**src/common/nvme_host_settings.svh**
```systemverilog
`ifndef NVME_HOST_SETTINGS_SVH
`define NVME_HOST_SETTINGS_SVH

// AXI geometry
`define NVME_ADDR_W 32
`define NVME_DATA_W 256
`define NVME_STRB_W 32
`define NVME_ID_W 4
`define NVME_LEN_W 8
`define NVME_TAIL_W 32

// Controller BAR and the I/O SQ tail doorbell
`define NVME_CTRL_BASE 32'h8000_4000
`define NVME_DOORBELL_ADDR (`NVME_CTRL_BASE + 32'h0000_1008)

// Host memory windows
`define NVME_SQ_BASE 32'h0000_B000
`define NVME_SQ_END 32'h0000_C000
`define NVME_CQ_BASE 32'h0000_A000
`define NVME_CQ_END 32'h0000_B000

// Command template fields
`define NVME_PRP1 32'h0000_C000
`define NVME_META_PTR 32'h0000_D000
`define NVME_SLBA 32'h0000_1000

`define NVME_WR_PATTERN {2{32'h1234_1234, 32'h5678_5678, 32'h90ab_90ab, 32'hcdef_cdef}}

`define NVME_FIFO_DEPTH 8

`endif

```
**src/common/nvme_host_pkg.sv**
```systemverilog
`include "nvme_host_settings.svh"

package nvme_host_pkg;

  // One AR or AW request as it sits in a FIFO
  typedef struct packed {
    logic [`NVME_ADDR_W-1:0] addr;
    logic [`NVME_ID_W-1:0]   id;
    logic [`NVME_LEN_W-1:0]  len;
  } addr_req_t;

  typedef struct packed {
    logic [`NVME_DATA_W-1:0] data;
    logic                    last;
  } wbeat_t;

  // NVM command set opcodes
  typedef enum logic [7:0] {
    op_write = 8'h01,
    op_read  = 8'h02
  } io_opcode_t;

  typedef enum logic [1:0] {
    st_idle,
    st_ring,
    st_wait_cpl
  } seq_state_t;

  // Half-open window check [lo, hi)
  function automatic logic in_window(input logic [`NVME_ADDR_W-1:0] addr,
                                     input logic [`NVME_ADDR_W-1:0] lo,
                                     input logic [`NVME_ADDR_W-1:0] hi);
    return (addr >= lo) && (addr < hi);
  endfunction

endpackage

```
**src/common/io_ctrl_if.sv**
```systemverilog
`timescale 1ns/1ps
`include "nvme_host_settings.svh"

interface io_ctrl_if;

  logic                       active;    // Command in flight
  nvme_host_pkg::io_opcode_t  opcode;
  logic                       cpl_done;  // Completion B accepted
  logic [`NVME_DATA_W-1:0]    cpl_entry;

  modport seq (
    output active,
    output opcode,
    input  cpl_done
  );

  modport rd_port (
    input active,
    input opcode
  );

  modport wr_port (
    input  active,
    output cpl_done,
    output cpl_entry
  );

endinterface

```
**src/hdl/req_fifo.sv**
```systemverilog
`timescale 1ns/1ps

module req_fifo #(
  parameter type T     = logic,
  parameter int  DEPTH = 8
) (
  input  logic clk,
  input  logic rstn,
  input  logic push,
  input  T     din,
  input  logic pop,
  output T     dout,
  output logic full,
  output logic empty
);

  localparam int PTR_W = (DEPTH > 1) ? $clog2(DEPTH) : 1;

  T                 mem [DEPTH];
  logic [PTR_W-1:0] wr_ptr;
  logic [PTR_W-1:0] rd_ptr;
  logic [PTR_W:0]   count;

  wire do_push = push && !full;
  wire do_pop  = pop && !empty;

  always_ff @(posedge clk or negedge rstn) begin
    if (!rstn) begin
      wr_ptr <= '0;
      rd_ptr <= '0;
      count  <= '0;
    end else begin
      if (do_push) wr_ptr <= (wr_ptr == PTR_W'(DEPTH - 1)) ? '0 : wr_ptr + 1'b1;
      if (do_pop)  rd_ptr <= (rd_ptr == PTR_W'(DEPTH - 1)) ? '0 : rd_ptr + 1'b1;
      if (do_push && !do_pop) count <= count + 1'b1;
      else if (do_pop && !do_push) count <= count - 1'b1;
    end
  end

  always_ff @(posedge clk) begin
    if (do_push) mem[wr_ptr] <= din;
  end

  // Head entry is visible without a read cycle
  assign dout  = mem[rd_ptr];
  assign full  = (count == (PTR_W + 1)'(DEPTH));
  assign empty = (count == '0);

endmodule

```
**src/hdl/doorbell_writer.sv**
```systemverilog
`timescale 1ns/1ps
`include "nvme_host_settings.svh"

module doorbell_writer (
  input  logic                    clk,
  input  logic                    rstn,
  input  logic                    ring,
  input  logic [`NVME_TAIL_W-1:0] tail,
  output logic                    rang,
  // AW
  output logic [`NVME_ADDR_W-1:0] awaddr,
  output logic [`NVME_ID_W-1:0]   awid,
  output logic [`NVME_LEN_W-1:0]  awlen,
  output logic                    awvalid,
  input  logic                    awready,
  // W
  output logic [`NVME_DATA_W-1:0] wdata,
  output logic [`NVME_STRB_W-1:0] wstrb,
  output logic                    wlast,
  output logic                    wvalid,
  input  logic                    wready,
  // B
  output logic                    bready,
  input  logic                    bvalid,
  input  logic [1:0]              bresp
);

  wire aw_fire = awvalid && awready;
  wire w_fire  = wvalid && wready;
  wire b_fire  = bvalid && bready;

  // ----------------------------------------------------------------------
  // Handshake sequencing AW -> W -> B
  // ----------------------------------------------------------------------
  always_ff @(posedge clk or negedge rstn) begin
    if (!rstn) begin
      awvalid <= 1'b0;
      wvalid  <= 1'b0;
      bready  <= 1'b0;
      rang    <= 1'b0;
      awid    <= '0;
    end else begin
      rang <= b_fire && (bresp == 2'b00);
      if (ring) awvalid <= 1'b1;
      else if (aw_fire) awvalid <= 1'b0;
      if (aw_fire) begin
        wvalid <= 1'b1;
        awid   <= awid + 1'b1;  // Next doorbell gets a fresh ID
      end else if (w_fire) begin
        wvalid <= 1'b0;
      end
      if (w_fire) bready <= 1'b1;
      else if (b_fire) bready <= 1'b0;
    end
  end

  // Single-beat payload, loaded when the doorbell is rung
  always_ff @(posedge clk) begin
    if (ring) begin
      awaddr <= `NVME_DOORBELL_ADDR;
      awlen  <= '0;
      wdata  <= {(`NVME_DATA_W / `NVME_TAIL_W){tail}};
      wstrb  <= '1;
      wlast  <= 1'b1;
    end
  end

endmodule

```
**src/hdl/nvme_io_sequencer.sv**
```systemverilog
`timescale 1ns/1ps
`include "nvme_host_settings.svh"

module nvme_io_sequencer (
  input  logic                    clk,
  input  logic                    rstn,
  input  logic                    start_write,
  input  logic                    start_read,
  input  logic                    rang,
  output logic                    ring,
  output logic [`NVME_TAIL_W-1:0] tail,
  output logic                    busy,
  output logic                    done,
  io_ctrl_if.seq                  ctrl
);

  nvme_host_pkg::seq_state_t state;

  wire start = start_write || start_read;

  always_ff @(posedge clk or negedge rstn) begin
    if (!rstn) begin
      state       <= nvme_host_pkg::st_idle;
      ctrl.active <= 1'b0;
      ctrl.opcode <= nvme_host_pkg::op_write;
      ring        <= 1'b0;
      done        <= 1'b0;
      tail        <= `NVME_TAIL_W'(1);
    end else begin
      ring <= 1'b0;
      done <= 1'b0;
      case (state)
        nvme_host_pkg::st_idle: begin
          if (start) begin
            // Read wins on a tie
            ctrl.opcode <= start_read ? nvme_host_pkg::op_read : nvme_host_pkg::op_write;
            ctrl.active <= 1'b1;
            ring        <= 1'b1;
            state       <= nvme_host_pkg::st_ring;
          end
        end
        nvme_host_pkg::st_ring: begin
          if (rang) begin
            tail  <= tail + 1'b1;
            state <= nvme_host_pkg::st_wait_cpl;
          end
        end
        nvme_host_pkg::st_wait_cpl: begin
          if (ctrl.cpl_done) begin
            ctrl.active <= 1'b0;
            done        <= 1'b1;
            state       <= nvme_host_pkg::st_idle;
          end
        end
        default: state <= nvme_host_pkg::st_idle;
      endcase
    end
  end

  assign busy = ctrl.active;

endmodule

```
**src/host_mem/host_mem_read_port.sv**
```systemverilog
`timescale 1ns/1ps
`include "nvme_host_settings.svh"

module host_mem_read_port (
  input  logic                    clk,
  input  logic                    rstn,
  io_ctrl_if.rd_port              ctrl,
  // AR
  input  logic [`NVME_ADDR_W-1:0] araddr,
  input  logic [`NVME_ID_W-1:0]   arid,
  input  logic [`NVME_LEN_W-1:0]  arlen,
  input  logic                    arvalid,
  output logic                    arready,
  // R
  output logic [`NVME_DATA_W-1:0] rdata,
  output logic [`NVME_ID_W-1:0]   rid,
  output logic                    rlast,
  output logic [1:0]              rresp,
  output logic                    rvalid,
  input  logic                    rready
);

  nvme_host_pkg::addr_req_t ar_req;
  nvme_host_pkg::addr_req_t head;
  nvme_host_pkg::addr_req_t cur;
  logic                     ar_full;
  logic                     ar_empty;
  logic                     ar_pop;
  logic                     bursting;
  logic [`NVME_LEN_W-1:0]   beat_cnt;
  logic [`NVME_DATA_W-1:0]  cmd_beat;

  assign ar_req  = '{addr: araddr, id: arid, len: arlen};
  assign arready = ctrl.active && !ar_full;  // Closed between commands

  req_fifo #(
    .T     (nvme_host_pkg::addr_req_t),
    .DEPTH (`NVME_FIFO_DEPTH)
  ) ar_fifo_inst (
    .clk   (clk),
    .rstn  (rstn),
    .push  (arvalid && arready),
    .din   (ar_req),
    .pop   (ar_pop),
    .dout  (head),
    .full  (ar_full),
    .empty (ar_empty)
  );

  // ----------------------------------------------------------------------
  // Burst engine, one request at a time
  // ----------------------------------------------------------------------
  assign ar_pop = !bursting && !ar_empty;

  always_ff @(posedge clk or negedge rstn) begin
    if (!rstn) begin
      bursting <= 1'b0;
      beat_cnt <= '0;
    end else if (ar_pop) begin
      bursting <= 1'b1;
      beat_cnt <= '0;
    end else if (rvalid && rready) begin
      if (rlast) bursting <= 1'b0;
      else beat_cnt <= beat_cnt + 1'b1;
    end
  end

  always_ff @(posedge clk) begin
    if (ar_pop) cur <= head;
  end

  // 64-byte command entry split over two beats
  always_comb begin
    cmd_beat = '0;
    if (beat_cnt == '0) begin
      cmd_beat[0*32 +: 32] = {24'h0, ctrl.opcode};
      cmd_beat[1*32 +: 32] = 32'd1;  // NSID
      if (ctrl.opcode == nvme_host_pkg::op_write) cmd_beat[5*32 +: 32] = `NVME_META_PTR;
      cmd_beat[6*32 +: 32] = `NVME_PRP1;
    end else begin
      cmd_beat[2*32 +: 32] = `NVME_SLBA;  // DW10
    end
  end

  assign rdata  = nvme_host_pkg::in_window(cur.addr, `NVME_SQ_BASE, `NVME_SQ_END) ?
                  cmd_beat : `NVME_WR_PATTERN;
  assign rid    = cur.id;
  assign rlast  = (beat_cnt == cur.len);
  assign rresp  = 2'b00;
  assign rvalid = bursting;

endmodule

```
**src/host_mem/host_mem_write_port.sv**
```systemverilog
`timescale 1ns/1ps
`include "nvme_host_settings.svh"

module host_mem_write_port (
  input  logic                    clk,
  input  logic                    rstn,
  io_ctrl_if.wr_port              ctrl,
  output logic [`NVME_DATA_W-1:0] rd_data,
  // AW
  input  logic [`NVME_ADDR_W-1:0] awaddr,
  input  logic [`NVME_ID_W-1:0]   awid,
  input  logic [`NVME_LEN_W-1:0]  awlen,
  input  logic                    awvalid,
  output logic                    awready,
  // W
  input  logic [`NVME_DATA_W-1:0] wdata,
  input  logic                    wlast,
  input  logic                    wvalid,
  output logic                    wready,
  // B
  output logic [`NVME_ID_W-1:0]   bid,
  output logic [1:0]              bresp,
  output logic                    bvalid,
  input  logic                    bready
);

  nvme_host_pkg::addr_req_t aw_req;
  nvme_host_pkg::addr_req_t aw_head;
  nvme_host_pkg::addr_req_t cur;
  nvme_host_pkg::wbeat_t    w_beat;
  nvme_host_pkg::wbeat_t    w_head;
  logic                     aw_full;
  logic                     aw_empty;
  logic                     aw_pop;
  logic                     w_full;
  logic                     w_empty;
  logic                     w_pop;
  logic                     have_req;
  logic                     first_beat;
  logic                     cur_cq;

  assign aw_req  = '{addr: awaddr, id: awid, len: awlen};
  assign w_beat  = '{data: wdata, last: wlast};
  assign awready = ctrl.active && !aw_full;
  assign wready  = ctrl.active && !w_full;

  req_fifo #(
    .T     (nvme_host_pkg::addr_req_t),
    .DEPTH (`NVME_FIFO_DEPTH)
  ) aw_fifo_inst (
    .clk   (clk),
    .rstn  (rstn),
    .push  (awvalid && awready),
    .din   (aw_req),
    .pop   (aw_pop),
    .dout  (aw_head),
    .full  (aw_full),
    .empty (aw_empty)
  );

  req_fifo #(
    .T     (nvme_host_pkg::wbeat_t),
    .DEPTH (`NVME_FIFO_DEPTH)
  ) w_fifo_inst (
    .clk   (clk),
    .rstn  (rstn),
    .push  (wvalid && wready),
    .din   (w_beat),
    .pop   (w_pop),
    .dout  (w_head),
    .full  (w_full),
    .empty (w_empty)
  );

  // ----------------------------------------------------------------------
  // Address, then data until wlast, then one B
  // ----------------------------------------------------------------------
  assign aw_pop = !have_req && !bvalid && !aw_empty;
  assign w_pop  = have_req && !w_empty;
  assign cur_cq = nvme_host_pkg::in_window(cur.addr, `NVME_CQ_BASE, `NVME_CQ_END);

  always_ff @(posedge clk or negedge rstn) begin
    if (!rstn) begin
      have_req   <= 1'b0;
      first_beat <= 1'b0;
      bvalid     <= 1'b0;
    end else begin
      if (aw_pop) begin
        have_req   <= 1'b1;
        first_beat <= 1'b1;
      end else if (w_pop) begin
        first_beat <= 1'b0;
        if (w_head.last) begin
          have_req <= 1'b0;
          bvalid   <= 1'b1;
        end
      end
      if (bvalid && bready) bvalid <= 1'b0;
    end
  end

  always_ff @(posedge clk) begin
    if (aw_pop) cur <= aw_head;
    if (w_pop) begin
      if (!cur_cq) rd_data <= w_head.data;
      else if (first_beat) ctrl.cpl_entry <= w_head.data;  // CQE fits in beat 0
    end
  end

  assign bid           = cur.id;
  assign bresp         = 2'b00;
  assign ctrl.cpl_done = bvalid && bready && cur_cq;

endmodule

```
**src/hdl/nvme_host_top.sv**
```systemverilog
`timescale 1ns/1ps
`include "nvme_host_settings.svh"

module nvme_host_top (
  input  logic                    clk,
  input  logic                    rstn,
  input  logic                    start_write,
  input  logic                    start_read,
  output logic                    busy,
  output logic                    done,
  output logic [`NVME_DATA_W-1:0] cpl_entry,
  output logic [`NVME_DATA_W-1:0] rd_data,
  // ----------------------------------------------------------------------
  // Outbound AXI, host to controller
  // ----------------------------------------------------------------------
  output logic [`NVME_ADDR_W-1:0] s_awaddr,
  output logic [`NVME_ID_W-1:0]   s_awid,
  output logic [`NVME_LEN_W-1:0]  s_awlen,
  output logic                    s_awvalid,
  input  logic                    s_awready,
  output logic [`NVME_DATA_W-1:0] s_wdata,
  output logic [`NVME_STRB_W-1:0] s_wstrb,
  output logic                    s_wlast,
  output logic                    s_wvalid,
  input  logic                    s_wready,
  output logic                    s_bready,
  input  logic                    s_bvalid,
  input  logic [1:0]              s_bresp,
  // ----------------------------------------------------------------------
  // Inbound AXI, controller to host memory
  // ----------------------------------------------------------------------
  input  logic [`NVME_ADDR_W-1:0] m_araddr,
  input  logic [`NVME_ID_W-1:0]   m_arid,
  input  logic [`NVME_LEN_W-1:0]  m_arlen,
  input  logic                    m_arvalid,
  output logic                    m_arready,
  output logic [`NVME_DATA_W-1:0] m_rdata,
  output logic [`NVME_ID_W-1:0]   m_rid,
  output logic                    m_rlast,
  output logic [1:0]              m_rresp,
  output logic                    m_rvalid,
  input  logic                    m_rready,
  input  logic [`NVME_ADDR_W-1:0] m_awaddr,
  input  logic [`NVME_ID_W-1:0]   m_awid,
  input  logic [`NVME_LEN_W-1:0]  m_awlen,
  input  logic                    m_awvalid,
  output logic                    m_awready,
  input  logic [`NVME_DATA_W-1:0] m_wdata,
  input  logic                    m_wlast,
  input  logic                    m_wvalid,
  output logic                    m_wready,
  output logic [`NVME_ID_W-1:0]   m_bid,
  output logic [1:0]              m_bresp,
  output logic                    m_bvalid,
  input  logic                    m_bready
);

  logic                    ring;
  logic                    rang;
  logic [`NVME_TAIL_W-1:0] tail;

  io_ctrl_if ctrl_if ();

  nvme_io_sequencer nvme_io_sequencer_inst (
    .clk         (clk),
    .rstn        (rstn),
    .start_write (start_write),
    .start_read  (start_read),
    .rang        (rang),
    .ring        (ring),
    .tail        (tail),
    .busy        (busy),
    .done        (done),
    .ctrl        (ctrl_if)
  );

  doorbell_writer doorbell_writer_inst (
    .clk     (clk),
    .rstn    (rstn),
    .ring    (ring),
    .tail    (tail),
    .rang    (rang),
    .awaddr  (s_awaddr),
    .awid    (s_awid),
    .awlen   (s_awlen),
    .awvalid (s_awvalid),
    .awready (s_awready),
    .wdata   (s_wdata),
    .wstrb   (s_wstrb),
    .wlast   (s_wlast),
    .wvalid  (s_wvalid),
    .wready  (s_wready),
    .bready  (s_bready),
    .bvalid  (s_bvalid),
    .bresp   (s_bresp)
  );

  host_mem_read_port host_mem_read_port_inst (
    .clk     (clk),
    .rstn    (rstn),
    .ctrl    (ctrl_if),
    .araddr  (m_araddr),
    .arid    (m_arid),
    .arlen   (m_arlen),
    .arvalid (m_arvalid),
    .arready (m_arready),
    .rdata   (m_rdata),
    .rid     (m_rid),
    .rlast   (m_rlast),
    .rresp   (m_rresp),
    .rvalid  (m_rvalid),
    .rready  (m_rready)
  );

  host_mem_write_port host_mem_write_port_inst (
    .clk     (clk),
    .rstn    (rstn),
    .ctrl    (ctrl_if),
    .rd_data (rd_data),
    .awaddr  (m_awaddr),
    .awid    (m_awid),
    .awlen   (m_awlen),
    .awvalid (m_awvalid),
    .awready (m_awready),
    .wdata   (m_wdata),
    .wlast   (m_wlast),
    .wvalid  (m_wvalid),
    .wready  (m_wready),
    .bid     (m_bid),
    .bresp   (m_bresp),
    .bvalid  (m_bvalid),
    .bready  (m_bready)
  );

  assign cpl_entry = ctrl_if.cpl_entry;

endmodule

```
**config.mk**
```make
export PLATFORM = sky130hd
export DESIGN_NAME = nvme_host_top
export DESIGN_NICKNAME = d
export VERILOG_FILES = /design/src/common/nvme_host_pkg.sv /design/src/common/io_ctrl_if.sv /design/src/hdl/req_fifo.sv /design/src/hdl/doorbell_writer.sv /design/src/hdl/nvme_io_sequencer.sv /design/src/host_mem/host_mem_read_port.sv /design/src/host_mem/host_mem_write_port.sv /design/src/hdl/nvme_host_top.sv
export VERILOG_INCLUDE_DIRS = /design/src /design/src/common
export SDC_FILE = /design/constraint.sdc
export NUM_CORES = 2
export LEC_CHECK = 0
export BUFFER_PORTS_ARGS = -buffer_cell sky130_fd_sc_hd__buf_4
export CAP_MARGIN = 40
export CORE_AREA = 2 2 579 581
export DETAILED_ROUTE_END_ITERATION = 10
export DIE_AREA = 0 0 581 583
export PLACE_DENSITY_LB_ADDON = 0.1
export SLEW_MARGIN = 10
export SYNTH_ARGS = -nofsm -noshare
export SYNTH_HDL_FRONTEND = slang
export SYNTH_SLANG_ARGS = --single-unit
```
**constraint.sdc**
```tcl
create_clock -name clk -period 25.2 [get_ports clk]
set_input_delay 5.04 -clock clk [delete_from_list [all_inputs] [get_ports clk]]
set_output_delay 5.04 -clock clk [all_outputs]
set_load 0.01 [all_outputs]
```
# Word-level counts from Yosys, hierarchy flattened
# Memories as Yosys holds them, arrays and structs flattened. A register that Yosys moved wholly into a read port is not among the register bits.
# Index checks and enable logic that the tools add are counted.
# Widths: inputs -> output; s select.
word_totals:
  in_bits: 359
  ramBits: 2760
  mem_count: 3
  elab_cells: 201
  ff_bits: 863
memory_table:
  columns: ["name", "words", "word_bits", "read_ports", "rd_clocked_by_memory_dff", "wr", "line", "source"]
  rows:
  - ["host_mem_write_port_inst.w_fifo_inst.mem", 8, 257, 1, 0, 1, "req_fifo.sv:19", "T mem [DEPTH];"]
  - ["host_mem_read_port_inst.ar_fifo_inst.mem", 8, 44, 1, 1, 1, "req_fifo.sv:19", null]
  - ["host_mem_write_port_inst.aw_fifo_inst.mem", 8, 44, 1, 1, 1, "req_fifo.sv:19", null]
op_classes:
  reduce_logical: 76
  add_sub_neg: 15
  n_lt_le_gt_ge: 4
  n_mux: 56
  bitwise_logic: 1
  eq_ne: 18
ops:
  columns: ["operator", "n"]
  rows:
  - ["$mux 253", 1]
  - ["$ge 32x16->1 const B", 2]
  - ["$lt 32x16->1 const B", 2]
  - ["$mux 48", 1]
  - ["$mux 33", 1]
  - ["$add 32x1->32 const B", 1]
  - ["$logic_and 1x1->1", 31]
  - ["$mux 1", 30]
  - ["$reduce_bool 2->1", 13]
  - ["$mux 4", 6]
  - ["$mux 8", 3]
  - ["$add 3x1->3 const B", 6]
  - ["$eq 3x3->1 const B", 6]
  - ["$mux 3", 6]
  - ["$add 4x1->4 const B", 4]
  - ["$mux 16", 1]
  - ["$logic_not 1->1", 15]
  - ["$mux 13", 1]
  - ["$eq 4x4->1 const B", 3]
  - ["$logic_not 4->1", 3]
  - ["$reduce_and 2->1", 6]
  - ["$reduce_and 3->1", 4]
  - ["$sub 4x1->4 const B", 3]
  - ["$add 8x1->8 const B", 1]
  - ["13 further kinds", 20]

# Depth between registers and ports, before layout
logic_depth:
  word_depth: 9
  mapped_depth: 11
  ltp_nobuf: 10

# Cells and area by module
# Synthesis repeated with hierarchy kept, for this count alone.
unflattened:
  cells_unflattened: 5647
  hier_area_um2: 131557.4
by_module_without_submodules:
  columns: ["module", "seq_area_each_um2", "n_inst", "area_per_inst_um2", "cells_each"]
  rows:
  - ["req_fifo (host_mem_write_port_inst.w_fifo_inst)", 61989.5, 1, 77670.7, 3037]
  - ["req_fifo (host_mem_read_port_inst.ar_fifo_inst ...)", 10820.4, 2, 14233.7, 575]
  - ["host_mem_write_port", 16170.5, 1, 16373.2, 569]
  - ["host_mem_read_port", 1186.1, 1, 3699.8, 381]
  - ["doorbell_writer", 1161.1, 1, 3517.1, 357]
  - ["nvme_io_sequencer", 978.4, 1, 1829.3, 153]

# Least setup slack after synthesis
# OpenSTA, ideal clock, no wires.
synth_timing:
  kind: "input to register"
  from: "input m_wvalid"
  to: "memory host_mem_write_port_inst.w_fifo_inst.mem[0][0] (netlist name), enable pin"
  slack_ps: -5708
  n_path_buf: 0
  t_arrival_ps: 29402
  cell_stages: 2
  setup_time_ps: 1505
  t_required_ps: 23695
  path_cell_list: "o211ai_2 -> nor4_1"
synth_via:
  elab_chain_len: 4
synth_rtl:
  columns: ["item", "line", "source"]
  rows:
  - ["start, declared", "nvme_host_top.sv:50", "input logic m_wvalid,"]
  - ["$logic_and 1x1->1", "host_mem_write_port.sv:67", ".push (wvalid && wready),"]
  - ["$logic_and 1x1->1", "req_fifo.sv:24", "wire do_push = push && !full;"]
  - ["$mux 1", "req_fifo.sv:41", "if (do_push) mem[wr_ptr] <= din;"]
  - ["$mux 1 (implied by the code)", "req_fifo.sv:41", null]
  - ["end, declared", "req_fifo.sv:19", null]
# Every way passes these cells.

# Worst setup path after layout
layout_timing:
  from: "register host_mem_read_port_inst.beat_cnt[0]"
  to: "output m_rdata[175]"
layout_via:
  elab_chain_len: 3
layout_rtl:
  columns: ["item", "line", "source"]
  rows:
  - ["start, declared", "host_mem_read_port.sv:30", "logic [`NVME_LEN_W-1:0] beat_cnt;"]
  - ["start signal, assigned", "host_mem_read_port.sv:64", "else beat_cnt <= beat_cnt + 1'b1;"]
  - ["$logic_not 8->1", "host_mem_read_port.sv:75", "if (beat_cnt == '0) begin"]
  - ["$mux 48", "host_mem_read_port.sv:75", null]
  - ["$mux 253 (no line)", null, null]
  - ["end, declared", "nvme_host_top.sv:37", "output logic [`NVME_DATA_W-1:0] m_rdata,"]
# Every way passes these cells.

==> metrics.cfg <==
[timing]
rsz0062_at_grt=false
setup-tns-final_ns=0
finClkSkew_ns=0.0554
slew_headroom=0.238
tightest_slew_ns=1.14
slew_viol_final=0
fmax_ghz=0.117
finalSetupViolations=0
period_share=0.338
final_hold_viol_count=0
post-route-min-period_ns=8.52
setup_ws_ns=16.68

[clock_network]
clk_latency_ns=0.90
clock-root-buffer=clkbuf_16
htreeDepth=5
cts_tree=built
cts.sinks=3193
cts_setup_buffers=0
cts-buffers-inserted=348
post_cts_resize_count=0
clk_pin_slew_ns=0.06
clock_tree.buffer_depth=4
cts_hold_buf=0

[power_and_ir_drop]
p_leak_nw=48.5
ir_drop_v=0.0000955
power.total_w=0.0167
power.density_nw_per_um2=116

[finish]
final_cell_mix=edfxtp_1 (3,104), buf_4 (1,328), mux4_2 (626)
area_delta_synth_final_pct=19.4
utilization=0.434
design_area_um2=144000
final_common_cell=edfxtp_1
drive_above_1_share=0.423
fin_nets=6823

[yosys]
synth_fa_ha_area_frac=0.00309
synth_compound_area_frac=0.00249
netlist_top_cells_area=edfxtp_1 (77%), mux4_2 (12%), buf_4 (3.5%), mux2_2 (3.0%), dfrtp_1 (1.8%)
synth_xor_area_frac=0.00370
async_flop_share=0.0279
syn_area_um2=121000
synth_edf_count=3104
synth_top_family_by_area=multiplexers
syn_area_per_cell_um2=23.0
ys_seq_area_frac=0.790
ys_ff_latch=3193
synth_top_cell_by_area=edfxtp_1
yosys_warnings=0
yosys.area_share.simple=0.00972
postSynthCellCount=5262
synth.top_cell.area_share=0.771
synthMuxAreaShare=0.147
ys.flop_type=edfxtp_1
synthDistinctLibCells=53

[floorplan]
core_um2=332000
start_util=0.364
die_area_um2=339000
ios=1483
die_y_um=583
fp-row-count=212
die_w_um=581

[setup_path]
worstPathArrival_ns=3.48
cp_cell_sequence=inv_1 -> ha_1 -> or4b_1 -> nor4_2 -> nand2_1 -> o21ai_0 -> buf_4
start_kind=flop
crit_fanout=6
crit_family=simple AND/OR/NAND/NOR gates
end_kind=output port
crit_buf_inv=2
crit_type=reg2out
cp.required_ns=20.16
cpMaxStageDelayCell=nor4_2
max_stage_delay_ns=0.68

[hold_path]
hold_class=reg2reg

[place]
placed_area_um2=133000
dp_hpwl_um=190000
dp_slack_ns=16.24
place_congestion=0.744
place.port_buffers=1247

[route]
num_vias=54600
routed_wl_um=310000
drt_iter0_drc=3962
drc=0
routed_via_density=4.91
drtAntennaViolNets=0
wl_per_cell_um=27.8
first_pass_iters=5

[global_routing]
grt_first_pass_wirelength_um=432000
grt_pass1_vias=56600
antenna_found_initial=91
grt_overflow=0
grt_max_degree=138
gr-usage-all-layers=0.179

[run]
drv_cap=0

[run_status]
status=finished clean

[sequential cells by signal, summed over array words and instances (netlist names), 4 cells and up]
name and cells:
host_mem_read_port_inst.ar_fifo_inst.count 4, doorbell_writer_inst.wdata 32, nvme_io_sequencer_inst.tail 32, host_mem_write_port_inst.bid 4, host_mem_read_port_inst.beat_cnt 8, host_mem_read_port_inst.rid 4, host_mem_write_port_inst.aw_fifo_inst.mem 192, host_mem_write_port_inst.cur 20
host_mem_write_port_inst.w_fifo_inst.count 4, doorbell_writer_inst.awid 4, host_mem_write_port_inst.rd_data 256, host_mem_read_port_inst.ar_fifo_inst.mem 256, host_mem_read_port_inst.cur 28, host_mem_write_port_inst.w_fifo_inst.mem 2056, host_mem_write_port_inst.ctrl.cpl_entry 256, host_mem_write_port_inst.aw_fifo_inst.count 4
[synth_stat cells, types with 4 or more instances]
cell type and instances:
and4_1 5, inv_1 23, nand3_1 21, nor3_1 23, buf_4 557, a21oi_1 8
edfxtp_1 3104, nand2b_1 14, buf_2 55, and3_1 6, dfrtp_1 87, buf_1 28
ha_1 25, and2_1 4, nand4_1 15, buf_6 31, xnor2_1 45, xor2_1 6
mux2_2 318, nand2_1 64, nor2_1 27, clkbuf_1 78, a21o_1 10, mux2i_1 10
o21ai_0 15, nor4_1 15, mux4_2 626
[routing by layer]
| metal | GRT usage | part of all wire | up-vias |
|---|---|---|---|
| met3 | 0.0454 | 0.067 | 479 |
| met4 | 0.0404 | 0.021 | 74 |
| met2 | 0.297 | 0.49 | 1744 |
| met1 | 0.236 | 0.42 | 29100 |
| li1 | - | - | 23200 |
| met5 | 0 | 0.0015 | - |
[metrics by stage]
stage	std cells	hold slack (ns)
global route	11100	0.490
CTS	11100	0.477
finish	11100	0.468
floorplan	5463	0.441
detailed placement	10500	0.460
global placement	10400	0.456
[where the power goes]
part	switching (W)	internal [W]
logic	0.00239	0.00191
registers	0.000364	0.00704
clock network	0.00208	0.00289
total	0.00483	0.0118
[worst register-to-register path, delay by kind of cell (launching register included)]
kind                   cells  cell delay (ns)
multiplexers               2             0.98
flip-flops                 1             0.90
buffers and inverters      6             2.79
[worst paths after layout]
path                                                                     start                                              end  slack [ns]  depth (start not counted)
worst min-delay path                              doorbell_writer_inst.awid[3]                     doorbell_writer_inst.awid[3]        0.47                          1
max in group asynchronous                                                 rstn   host_mem_read_port_inst.ar_fifo_inst.rd_ptr[0]       19.82                          2
worst min register to register                    doorbell_writer_inst.awid[3]                     doorbell_writer_inst.awid[3]        0.47                          1
worst max-delay path                       host_mem_read_port_inst.beat_cnt[0]                                     m_rdata[175]       16.68                          7
min in group asynchronous                                                 rstn  host_mem_write_port_inst.aw_fifo_inst.wr_ptr[0]        4.18                          1
worst max register to register  host_mem_write_port_inst.w_fifo_inst.rd_ptr[0]             host_mem_write_port_inst.rd_data[94]       20.25                          8
[cell type report]
class / count / area (µm²)
Clock buffer: 428 / 9080
Tap cell: 4387 / 5490
Antenna cell: 25 / 62.6
Clock inverter: 207 / 2010
Sequential cell: 3193 / 95500
Fill cell: 28800 / 188000
Inverter: 23 / 87.6
Multi-Input combinational cell: 1498 / 21000
Timing Repair Buffer: 1372 / 11000
[cells by family (layout without fill, tap and decap cells)]
group,Yosys count,in the layout
xor gates and xnor gates,51,51
buffers and inverters,772,2030
AOI/OAI and AO/OA,45,45
adders and majority gates,28,28
DFF,3193,3193
and+or+nand+nor,216,216
muxes,955,955
other,2,228
(Power assumes the default switching activity.)
